==> src/rtl/vlane_pkg.sv <==
/*
 * Shared localparams of the vector lane: datapath and VRF geometry,
 * instruction field widths, operation codes, operand queue sizing and
 * the two-view ALU word.
 */

package vlane_pkg;

  // Datapath
  localparam int unsigned ElenWidth = 64;
  localparam int unsigned StrbWidth = ElenWidth / 8;

  // VRF geometry, address is {register, word index}
  localparam int unsigned NrVRegs      = 32;
  localparam int unsigned VRegWords    = 4;
  localparam int unsigned VRegWidth    = 5;
  localparam int unsigned WordIdxWidth = 2;
  localparam int unsigned VAddrWidth   = VRegWidth + WordIdxWidth;

  // Instruction fields, vl is in words (1 to VRegWords)
  localparam int unsigned VlWidth  = 3;
  localparam int unsigned IdWidth  = 3;
  localparam int unsigned OpWidth  = 3;
  localparam int unsigned SewWidth = 1;

  localparam logic [OpWidth-1:0] OpAdd   = 3'd0;
  localparam logic [OpWidth-1:0] OpSub   = 3'd1;
  localparam logic [OpWidth-1:0] OpAnd   = 3'd2;
  localparam logic [OpWidth-1:0] OpOr    = 3'd3;
  localparam logic [OpWidth-1:0] OpXor   = 3'd4;
  localparam logic [OpWidth-1:0] OpStore = 3'd5;

  localparam logic [SewWidth-1:0] Sew16 = 1'b0;
  localparam logic [SewWidth-1:0] Sew32 = 1'b1;

  // Operand queues, depth must be a power of two
  localparam int unsigned QueueDepth = 2;
  localparam int unsigned QPtrWidth  = $clog2(QueueDepth);
  localparam int unsigned QCntWidth  = $clog2(QueueDepth + 1);
  localparam int unsigned NrQueues   = 3;

  // Queue tags carried with each VRF read
  localparam int unsigned TgtWidth = 2;
  localparam logic [TgtWidth-1:0] TgtA  = 2'd0;
  localparam logic [TgtWidth-1:0] TgtB  = 2'd1;
  localparam logic [TgtWidth-1:0] TgtSt = 2'd2;

  // One datapath word, seen as 2 x 32 bit or 4 x 16 bit elements
  typedef union packed {
    logic [ElenWidth-1:0]     w;
    logic [1:0][31:0]         e32;
    logic [3:0][15:0]         e16;
  } alu_word_u;

endpackage
==> src/rtl/operand_queues.sv <==
/*
 * Operand queues: A and B feed the ALU and pop together, the third
 * feeds the store port. Each queue returns a credit to the requester.
 */

`timescale 1ns/100ps

module operand_queues import vlane_pkg::*; (
  input  logic                 clk_i,
  input  logic                 rst_n_i,
  input  logic [ElenWidth-1:0] vrf_rdata_i,
  input  logic                 vrf_rvalid_i,
  input  logic [TgtWidth-1:0]  vrf_rtgt_i,
  output logic [NrQueues-1:0]  queue_credit_o,
  output logic [ElenWidth-1:0] alu_a_o,
  output logic [ElenWidth-1:0] alu_b_o,
  output logic                 alu_opnd_valid_o,
  input  logic                 alu_opnd_ready_i,
  output logic [ElenWidth-1:0] stu_operand_o,
  output logic                 stu_operand_valid_o,
  input  logic                 stu_operand_ready_i,
  output logic                 stu_pop_o
);

  logic [ElenWidth-1:0] mem_q  [NrQueues][QueueDepth];
  logic [QPtrWidth-1:0] wptr_q [NrQueues];
  logic [QPtrWidth-1:0] rptr_q [NrQueues];
  logic [QCntWidth-1:0] cnt_q  [NrQueues];
  logic [NrQueues-1:0]  push, not_empty, q_pop;
  logic                 pop_alu, pop_st;

  always_comb begin
    for (int q = 0; q < NrQueues; q++) begin
      push[q]      = vrf_rvalid_i && (vrf_rtgt_i == TgtWidth'(q));
      not_empty[q] = (cnt_q[q] != '0);
      // A word arriving this cycle already holds an entry
      queue_credit_o[q] = (({1'b0, cnt_q[q]} + push[q]) < QueueDepth);
    end
  end

  assign alu_a_o          = mem_q[TgtA][rptr_q[TgtA]];
  assign alu_b_o          = mem_q[TgtB][rptr_q[TgtB]];
  assign alu_opnd_valid_o = not_empty[TgtA] && not_empty[TgtB];
  assign pop_alu          = alu_opnd_valid_o && alu_opnd_ready_i;

  assign stu_operand_o       = mem_q[TgtSt][rptr_q[TgtSt]];
  assign stu_operand_valid_o = not_empty[TgtSt];
  assign pop_st              = stu_operand_valid_o && stu_operand_ready_i;
  assign stu_pop_o           = pop_st;

  // Ordered as {store, B, A}
  assign q_pop = {pop_st, pop_alu, pop_alu};

  always_ff @(posedge clk_i or negedge rst_n_i) begin
    if (!rst_n_i) begin
      for (int q = 0; q < NrQueues; q++) begin
        wptr_q[q] <= '0;
        rptr_q[q] <= '0;
        cnt_q[q]  <= '0;
      end
    end else begin
      for (int q = 0; q < NrQueues; q++) begin
        if (push[q])  wptr_q[q] <= wptr_q[q] + 1'b1;
        if (q_pop[q]) rptr_q[q] <= rptr_q[q] + 1'b1;
        cnt_q[q] <= cnt_q[q] + push[q] - q_pop[q];
      end
    end
  end

  always_ff @(posedge clk_i) begin
    for (int q = 0; q < NrQueues; q++) begin
      if (push[q]) mem_q[q][wptr_q[q]] <= vrf_rdata_i;
    end
  end

endmodule

==> config.mk <==
export PLATFORM = sky130hd
export DESIGN_NAME = operand_queues
export DESIGN_NICKNAME = d
export VERILOG_FILES = /design/src/rtl/vlane_pkg.sv /design/src/rtl/operand_queues.sv
export SDC_FILE = /design/constraint.sdc
export NUM_CORES = 1
export LEC_CHECK = 0
export ABC_AREA = 1
export BUFFER_PORTS_ARGS = -buffer_cell sky130_fd_sc_hd__buf_2
export CORE_MARGIN = 2
export CORE_UTILIZATION = 59
export DETAILED_ROUTE_END_ITERATION = 6
export GPL_ROUTABILITY_DRIVEN = 0
export MAX_ROUTING_LAYER = met4
export PLACE_DENSITY = 0.92
export RECOVER_POWER = 50
export SYNTH_ARGS = -nofsm -noshare
export SYNTH_HDL_FRONTEND = slang
export SYNTH_SLANG_ARGS = --single-unit
==> constraint.sdc <==
create_clock -name clk_i -period 10.6 [get_ports clk_i]
set_clock_uncertainty 0.1 [all_clocks]
set_input_delay 2.12 -clock clk_i [delete_from_list [all_inputs] [get_ports clk_i]]
set_output_delay 2.12 -clock clk_i [all_outputs]
set_load 0.005 [all_outputs]
==> impl.org, run 1 <==
** Floorplanning
- The die covers 26000 sq um.
- DIE HEIGHT :: 161 um
- Effective utilization at floorplan :: 60.1%
- The floorplan step defined a core boundary enclosing 24300 sq um.
- Pin placement for this block handled 269 I/O pins.
- Width of the die :: 161 um
- Row Count :: 57

** Clocking
- The root buffer cell chosen for the clock tree is sky130_fd_sc_hd__clkbuf_16.
- Post-CTS Repair Setup Buffers :: 0
- Counting along the longest clock path gives a buffer depth of 3.
- The tree built by TritonCTS fans out to 396 sinks.
- Clock input transition at the sequential cells of the worst setup and hold paths :: 60 ps
- Num CTS Buffers :: 38
- TritonCTS built the clock tree.
- At the later pin of the worst-skew pair, clock insertion delay measures 500 ps.
- The clock tree synthesis step divided the H-tree into 2 levels.
- Post-CTS repair changed the size of 0 cells.
- The number of hold buffers added after CTS was 0.

** Timing
- For the finished layout, the period the worst path requires is 5790 ps.
- Final count of negative-setup-slack endpoints :: 0
- Setup repair after global routing left no endpoint under its margin.
- For the pin with the worst max-slew slack, the measured transition is 4210 ps.
- Sum of negative setup slack :: 0 ps
- The hold violation total from the final report was 0.
- The number of max-slew violations in the final report came to 195.
- The final critical path takes up 54.6% of the cycle.
- The worst path meets setup with 4810 ps of slack.
- Static timing analysis puts the maximum clock frequency at 0.173 GHz.
- Headroom to the max-slew limit came out at -180%.

** Logic synthesis
- The number of nets handed over by synthesis was 1162.
- Seq cells post-synth :: 396
- Most common cell in the netlist :: sky130_fd_sc_hd__nand2_1
- Proportion of synthesized flip-flops having asynchronous set or reset :: 3.03%
- Of the post-synthesis cell area, the dominant cell type holds 78.9%.
- Post-synthesis area per instance :: 13.4 sq um
- Ranking of synthesized cells by area :: sky130_fd_sc_hd__edfxtp_1 (79%), sky130_fd_sc_hd__nand2_1 (15%), sky130_fd_sc_hd__dfrtp_1 (2.1%)
- Yosys warnings :: 0
- Top_reg_cell synth :: sky130_fd_sc_hd__edfxtp_1
- Largest area contributor in the synthesized netlist :: sky130_fd_sc_hd__edfxtp_1
- Post-synthesis cell type count :: 19
- Summing every instance area after synthesis gives 14600 sq um.
- Fraction of the yosys area taken by sequential cells :: 81.0%
- By count the netlist is led by sky130_fd_sc_hd__nand2_1 (597), sky130_fd_sc_hd__edfxtp_1 (384), sky130_fd_sc_hd__buf_2 (29), sky130_fd_sc_hd__inv_1 (16).
- Counting flops with a built-in enable in the synthesized netlist gives 384.
- In the synthesized netlist, the number of instances is 1087.

** Layout
- Summing all flip-flop and latch instances after layout gives 11800 sq um.
- Multi-input gate area in the final layout :: 2510 sq um
- Cells fill 71.6% of the core in the end.
- Net count, final :: 1440
- Fraction of layout cells with a size suffix above 1 :: 20.2%
- Layout Area Growth over Synthesis :: 19.2%
- 0 antenna diodes ended up in the layout.
- The filler cells instantiated in the layout total 1540.

** Placed design
- Port Buffer Count :: 268
- At the placement stage, the worst setup path has a slack of 5440 ps.
- Detailed placement ended at an HPWL of 18400 um.

** Worst setup path
- Cell repeated most along the worst path :: sky130_fd_sc_hd__clkbuf_1
- Setup CP Type :: in2reg
- On the critical path, the stage with the largest delay is an instance of sky130_fd_sc_hd__clkbuf_1.
- Maximum fanout along the worst path :: 64
- The number of buffers and inverters on the critical path is 3.
- Worst endpoint data arrival time :: 5690 ps
- The most critical setup path has its endpoint at mem_q[0][40]$_DFFE_PP_.
- Startpoint of the worst setup timing path :: vrf_rtgt_i[1]
- Broken down by cell family, the worst path's largest delay share belongs to buffers and inverters.
- Register-to-register path setup slack :: 6390 ps
- Cell breakdown of the critical path :: clkbuf_1 -> inv_1 -> nand3_1 -> nor2_4 -> clkbuf_1
- Startpoint of the most critical register-to-register path :: wptr_q[2]$_DFFE_PN0P_
- The worst setup path is launched from an input pin.
- Req. time, crit path :: 10500 ps
- Slowest stage delay, CP :: 2960 ps
- Counting buffers and inverters, the worst setup path is 5 cells deep.
- In this run the critical register-to-register path is captured at mem_q[0][40]$_DFFE_PP_.
- Worst Reg2Reg Path Length in Cells :: 3
- CP endpoint kind :: flop

** Detailed routing
- The final route contains 9129 vias.
- The routed design has 32400 um of wire.
- Post-route DRC violation count :: 0
- DRC violation total after the first TritonRoute iteration :: 740
- WL per Instance :: 18.9 um
- First-pass iteration count of the detailed router :: 5
- Using the TritonRoute via totals, the vias-per-cell ratio works out to 5.31.
- In this run the remaining antenna-violating nets after routing total 0.

** Global routing
- The number of global-route vias before repair is 9275.
- The first global-routing pass estimated 49200 um of wire.
- Entering global routing, the biggest net connects 66 pins.
- Initial antenna violation count :: 0
- Overall fraction of global-route tracks in use :: 25.7%
- GRT overflow :: 0

** Power
- Cell leakage power :: 7.15 nW
- Highest ir drop seen on vdd :: 0.234 mV
- Power Dens Cells :: 251 nW/um^2
- Total power for the finished layout comes to 4.38 mW.
- Cell internal power was estimated by the tool at 3.02 mW.
- Fraction of power spent switching nets :: 31.0%
- Clock power share :: 30.5%
- Part of the power in registers :: 42.7%
- Net Sw Power :: 1.36 mW
- Relative contribution of combinational cells to total power :: 26.8%

** Outcome
- The final reports fail on capacitance limit, slew limit.
- The flow ran to the end, but the final reports show violations.

** Min path
- The worst hold path belongs to the class reg2reg.

** Flow run
- Max-cap violations in this run came to 3.
[state kept, by name (all words and copies together) (netlist names)]
signal  cells
mem_q     384
cnt_q       6
rptr_q      3
wptr_q      3
[area by class of cell]
class | instances | share of cell area (%)
Clock buffer | 50 | 6.08
Sequential cell | 396 | 68.0
Clock inverter | 19 | 1.14
Tap cell | 324 | 2.33
Multi-Input combinational cell | 630 | 14.4
Inverter | 19 | 0.409
Timing Repair Buffer | 280 | 7.67
[worst min path at each step]
stage | from | slack [ps] | end | cells past startpoint
finish | cnt_q[0]$_DFF_PN0_ | 420 | cnt_q[0]$_DFF_PN0_ | 1
CTS | cnt_q[0]$_DFF_PN0_ | 420 | cnt_q[0]$_DFF_PN0_ | 1
global placement | cnt_q[0]$_DFF_PN0_ | 390 | cnt_q[0]$_DFF_PN0_ | 1
floorplan | cnt_q[0]$_DFF_PN0_ | 370 | cnt_q[0]$_DFF_PN0_ | 1
detailed placement | cnt_q[0]$_DFF_PN0_ | 410 | cnt_q[0]$_DFF_PN0_ | 1
global route | cnt_q[0]$_DFF_PN0_ | 430 | cnt_q[0]$_DFF_PN0_ | 1
[layout by cell type (no fill, tap or decap)]
master                       netlist  final
sky130_fd_sc_hd__xor2_1            4      4
sky130_fd_sc_hd__nor2_2            2      2
sky130_fd_sc_hd__nor2_1            8      2
sky130_fd_sc_hd__buf_2            29    201
sky130_fd_sc_hd__bufinv_16         0      4
sky130_fd_sc_hd__inv_1            16     16
sky130_fd_sc_hd__edfxtp_1        384    384
sky130_fd_sc_hd__clkinvlp_4        0      2
sky130_fd_sc_hd__clkinv_4          0      1
sky130_fd_sc_hd__buf_4            12      9
sky130_fd_sc_hd__clkinv_1          0      4
sky130_fd_sc_hd__nand3_1           7      7
sky130_fd_sc_hd__dfrtp_1          12      9
sky130_fd_sc_hd__dfrtp_2           0      3
sky130_fd_sc_hd__or2_1             1      1
sky130_fd_sc_hd__clkbuf_1          1     79
sky130_fd_sc_hd__ha_1              4      4
sky130_fd_sc_hd__xnor2_1           1      1
sky130_fd_sc_hd__nor2_4            0      6
sky130_fd_sc_hd__clkinv_2          0      8
sky130_fd_sc_hd__inv_2             3      3
sky130_fd_sc_hd__nand2_1         597    598
sky130_fd_sc_hd__a21oi_1           2      2
sky130_fd_sc_hd__nand4_1           2      2
sky130_fd_sc_hd__clkbuf_16         0     41
sky130_fd_sc_hd__nor2_8            1      1
[through the flow]
stage | hold WS, ps | area [sq um] | std cells
after global routing | 434 | 17400 | 1718
after detailed placement | 410 | 16300 | 1649
after global placement | 387 | 16300 | 1649
final | 423 | 17400 | 1718
after floorplan | 371 | 14600 | 1087
after CTS | 423 | 17500 | 1718
[kinds of logic after synthesis]
logic type / Yosys count / share of synthesized area [%]
buf+inv: 61 / 2.12
xor+xnor: 5 / 0.300
compound gates: 2 / 0.0685
fa+ha+maj: 4 / 0.343
flops: 396 / 81.0
simple gates: 619 / 16.2
[worst reg2reg max path, delay by kind of cell, from the launching register on]
| family | cells | cell delay (ps) |
|---|---|---|
| buffers and inverters | 2 | 3050 |
| DFF | 1 | 410 |
| and+or+nand+nor | 1 | 110 |
[routing by layer]
layer	vias up	global-route usage, %	part of all wire (%)
li1	4210	-	-
met1	4340	30.4	36
met2	489	43.9	52
met3	90	4.26	8.7
met4	0	11.3	3.3
met5	-	-	0
[power by group through the flow]
stage	logic, mW	registers, mW	clock network, mW
final	1.17	1.87	1.34
after detailed placement	1.17	1.90	0
after global routing	1.29	1.88	1.41
after CTS	1.18	1.86	1.36
after global placement	1.13	1.89	0
after floorplan	0.632	1.89	0
Power figures use the tool's default switching activity.
==> run 2, diff against run 1 <==
--- a/config.mk
+++ b/config.mk
@@ -8,11 +8,11 @@
 export ABC_AREA = 1
 export BUFFER_PORTS_ARGS = -buffer_cell sky130_fd_sc_hd__buf_2
 export CORE_MARGIN = 2
-export CORE_UTILIZATION = 59
+export CORE_UTILIZATION = 55
 export DETAILED_ROUTE_END_ITERATION = 6
 export GPL_ROUTABILITY_DRIVEN = 0
 export MAX_ROUTING_LAYER = met4
-export PLACE_DENSITY = 0.92
+export PLACE_DENSITY = 0.87
 export RECOVER_POWER = 50
 export SYNTH_ARGS = -nofsm -noshare
 export SYNTH_HDL_FRONTEND = slang
==> constraint.sdc (replaced) <==
create_clock -name clk_i -period 5.7 [get_ports clk_i]
set_clock_uncertainty 0.1 [all_clocks]
set_input_delay 1.14 -clock clk_i [delete_from_list [all_inputs] [get_ports clk_i]]
set_output_delay 1.14 -clock clk_i [all_outputs]
set_load 0.005 [all_outputs]
==> run 2 against run 1 <==
Via count rose by 0.89%. Cell area barely moved. Critical path type unchanged. Combinational power rose by 84%. The flow still finishes with violations (capacitance limit, slew limit). First-iteration DRC count rose by 22%. Largest cell class unchanged. Core utilization fell by 4.8 points. Total power rose by 86%. Clock power rose by 87%. Register-to-register slack got worse by 4500 ps. Die area rose by 7.1%. Non-clock buffer count fell by 2. Routed wire length barely moved. Highest routed layer unchanged.
==> impl.org, run 2 (synthesized netlist as in run 1, its figures left out) <==
** Detailed routing
- Remaining number of nets flagged by the antenna check after routing :: 0
- DRC violation total after the first TritonRoute iteration :: 903
- Total via count after detailed routing :: 9210
- Overall routed net length :: 32400 um
- In the final routed layout, each cell accounts on average for 18.8 um.
- Using the TritonRoute via totals, the vias-per-cell ratio works out to 5.33.
- After detailed routing, the number of remaining DRC violations is 0.
- The pre-antenna-repair detailed-routing pass consisted of 5 iterations.

** Clocking
- Max clock buf depth :: 3
- Cts-stage hold buffer count :: 0
- Post-CTS timing repair inserted 0 buffers for setup.
- CTS root buf :: sky130_fd_sc_hd__clkbuf_16
- Clock network latency to the later pin of the worst-skew pair :: 500 ps
- The number of gates resized after CTS was 0.
- In this run, CTS created clock tree buffers numbering 39.
- Clock-pin slew was measured on the worst setup and hold paths at 60 ps.
- Clk sink count :: 396
- H-tree lvl count :: 2
- TritonCTS built the clock tree.

** Outcome
- Status :: finished, violations left
- Violations in the final reports :: capacitance limit, slew limit

** Timing
- The hold violation total from the final report came to 0.
- Summed over all failing endpoints, the final setup total negative slack is 0 ps.
- Worst hold slack across all endpoints :: 405 ps
- For the pin with the worst max-slew slack, the measured transition is 2900 ps.
- Relative slew margins :: -94.1%
- Final worst-path cycle share :: 77.0%
- Setup repair after global routing left no endpoint under its margin.
- Final critical path time including I/O delays and setup :: 4390 ps
- The number of max-slew violations in the final report was 160.
- Static timing analysis puts the maximum clock frequency at 0.228 GHz.
- Final count of negative-setup-slack endpoints :: 0

** Worst setup path
- Register-to-register path setup slack :: 1930 ps
- CP endpoint kind :: flop
- Setup CP Type :: in2reg
- The signal on the critical path passes through clkbuf_1 -> nand3_1 -> nor2_1 -> buf_4.
- Req. time, crit path :: 5750 ps
- Slowest stage delay, CP :: 2190 ps
- The worst register-to-register path ends at mem_q[0][314]$_DFFE_PP_.
- Counting both buffers and inverters, the worst setup path holds a total of 2.
- Worst Reg2Reg Path Length in Cells :: 3
- The worst setup path is launched from an input pin.
- Max stage delay cell, worst path :: sky130_fd_sc_hd__nor2_1
- Grouping stages by cell kind, the critical path spends the most delay in simple AND/OR/NAND/NOR gates.
- Maximum fanout along the worst path :: 34
- Data on the critical path arrives at its endpoint at 4440 ps.
- Startpoint of the most critical register-to-register path :: wptr_q[0]$_DFFE_PN0N_

** Placed design
- During placement, the flow inserted port buffers numbering 268.
- Detailed-placement wirelength estimate :: 19700 um
- Total placed cells including tap cells :: 1658

** Power
- Cell leakage power :: 7.15 nW
- Highest ir drop seen on vdd :: 0.362 mV
- For this design the ratio of total power to cell area is 467 nW/um^2.

** Floorplanning
- Measured along the x axis, the die boundary spans 167 um.
- Effective utilization at floorplan :: 56.1%
- Die area :: 27900 sq um
- DIE HEIGHT :: 167 um
- Total I/O pin count :: 269
- Core footprint :: 26100 sq um
- In this run the core area contains 59 standard-cell rows.

** Layout
- Largest register FFs :: 384
- Once layout is complete, the cells apart from fillers number 1727.
- Net count, final :: 1439
- Final-layout fill cell count :: 1807
- Leaving out fill and tap cells, the most frequent cells in the layout are sky130_fd_sc_hd__nand2_1 (597), sky130_fd_sc_hd__edfxtp_1 (384), sky130_fd_sc_hd__buf_2 (201).
- Leaving out fill and tap cells, the most frequent cell in the layout is sky130_fd_sc_hd__nand2_1.
- Relative to the synthesized area, the layout overhead comes to 19.1%.
- Fraction of layout cells with a size suffix above 1 :: 19.6%

** Global routing
- Across every metal layer, demand over resource in global routing totals 23.8%.
- GRT overflow :: 0
- Largest net degree at the start of global routing :: 66
- Initial antenna violation count :: 1
- The first global-routing pass estimated 49800 um of wire.
- Vias in the first global route :: 9283

** Min path
- Capture endpoint of the worst hold path :: cnt_q[0]$_DFF_PN0_
- Startpoint of the most critical hold path :: cnt_q[0]$_DFF_PN0_
- Number of instances on the worst hold path :: 1
- The tightest min-delay check is of the reg2reg type.

** Flow run
- The tool flagged a number of max-cap violations equal to 4.
==> run 2: where the power goes <==
group	total [mW]	switching [mW]	internal, mW	leakage, nW
clock network	2.50	1.00	1.50	0.605
logic	2.15	1.43	0.719	2.91
registers	3.47	0.0647	3.40	3.63
==> run 2: layout make-up <==
cell class              count  area (sq um)  share of cell area [%]
flip-flops and latches    396         11800                    68.0
multi-input cells         630          2490                    14.3
repair buffers            278          1330                    7.66
clock buffers              52          1080                    6.19
well taps                 335           419                    2.41
clock inverters            16           173                   0.992
inverters                  19          71.3                   0.410
diodes                      1          2.50                  0.0144
==> run 2: worst max-delay path by stage <==
stage,from,to,slack (ps),depth (start not counted)
final,vrf_rtgt_i[1],mem_q[0][314]$_DFFE_PP_,1310,4
after global routing,vrf_rtgt_i[0],mem_q[0][313]$_DFFE_PP_,1100,5
after CTS,rptr_q[0]$_DFFE_PN0P_,stu_operand_o[8],1730,5
after detailed placement,vrf_rtgt_i[0],mem_q[0][375]$_DFFE_PP_,2140,5
after global placement,vrf_rtgt_i[0],mem_q[0][375]$_DFFE_PP_,2200,5
after floorplan,vrf_rtgt_i[1],mem_q[0][128]$_DFFE_PP_,1040,3
==> run 2: metrics by stage <==
step           instance area (sq um)  setup WS (ps)  total power, mW  util (%)
5_1_grt                        17400           1100             8.51      66.8
6_report                       17400           1310             8.12      66.8
3_3_place_gp                   16300           2200             5.56      62.4
2_1_floorplan                  14600           1040             4.69         -
3_5_place_dp                   16300           2140             5.67      62.4
4_1_cts                        17500           1730             8.18      67.2
==> run 2: routing by layer <==
metal | GRT usage [%] | vias to the layer above | wire length [um]
met3 | 3.97 | 87 | 2550
met4 | 9.41 | 0 | 1110
li1 | - | 4213 | -
met1 | 28.9 | 4464 | 12200
met5 | - | - | 0
met2 | 40.0 | 446 | 16600
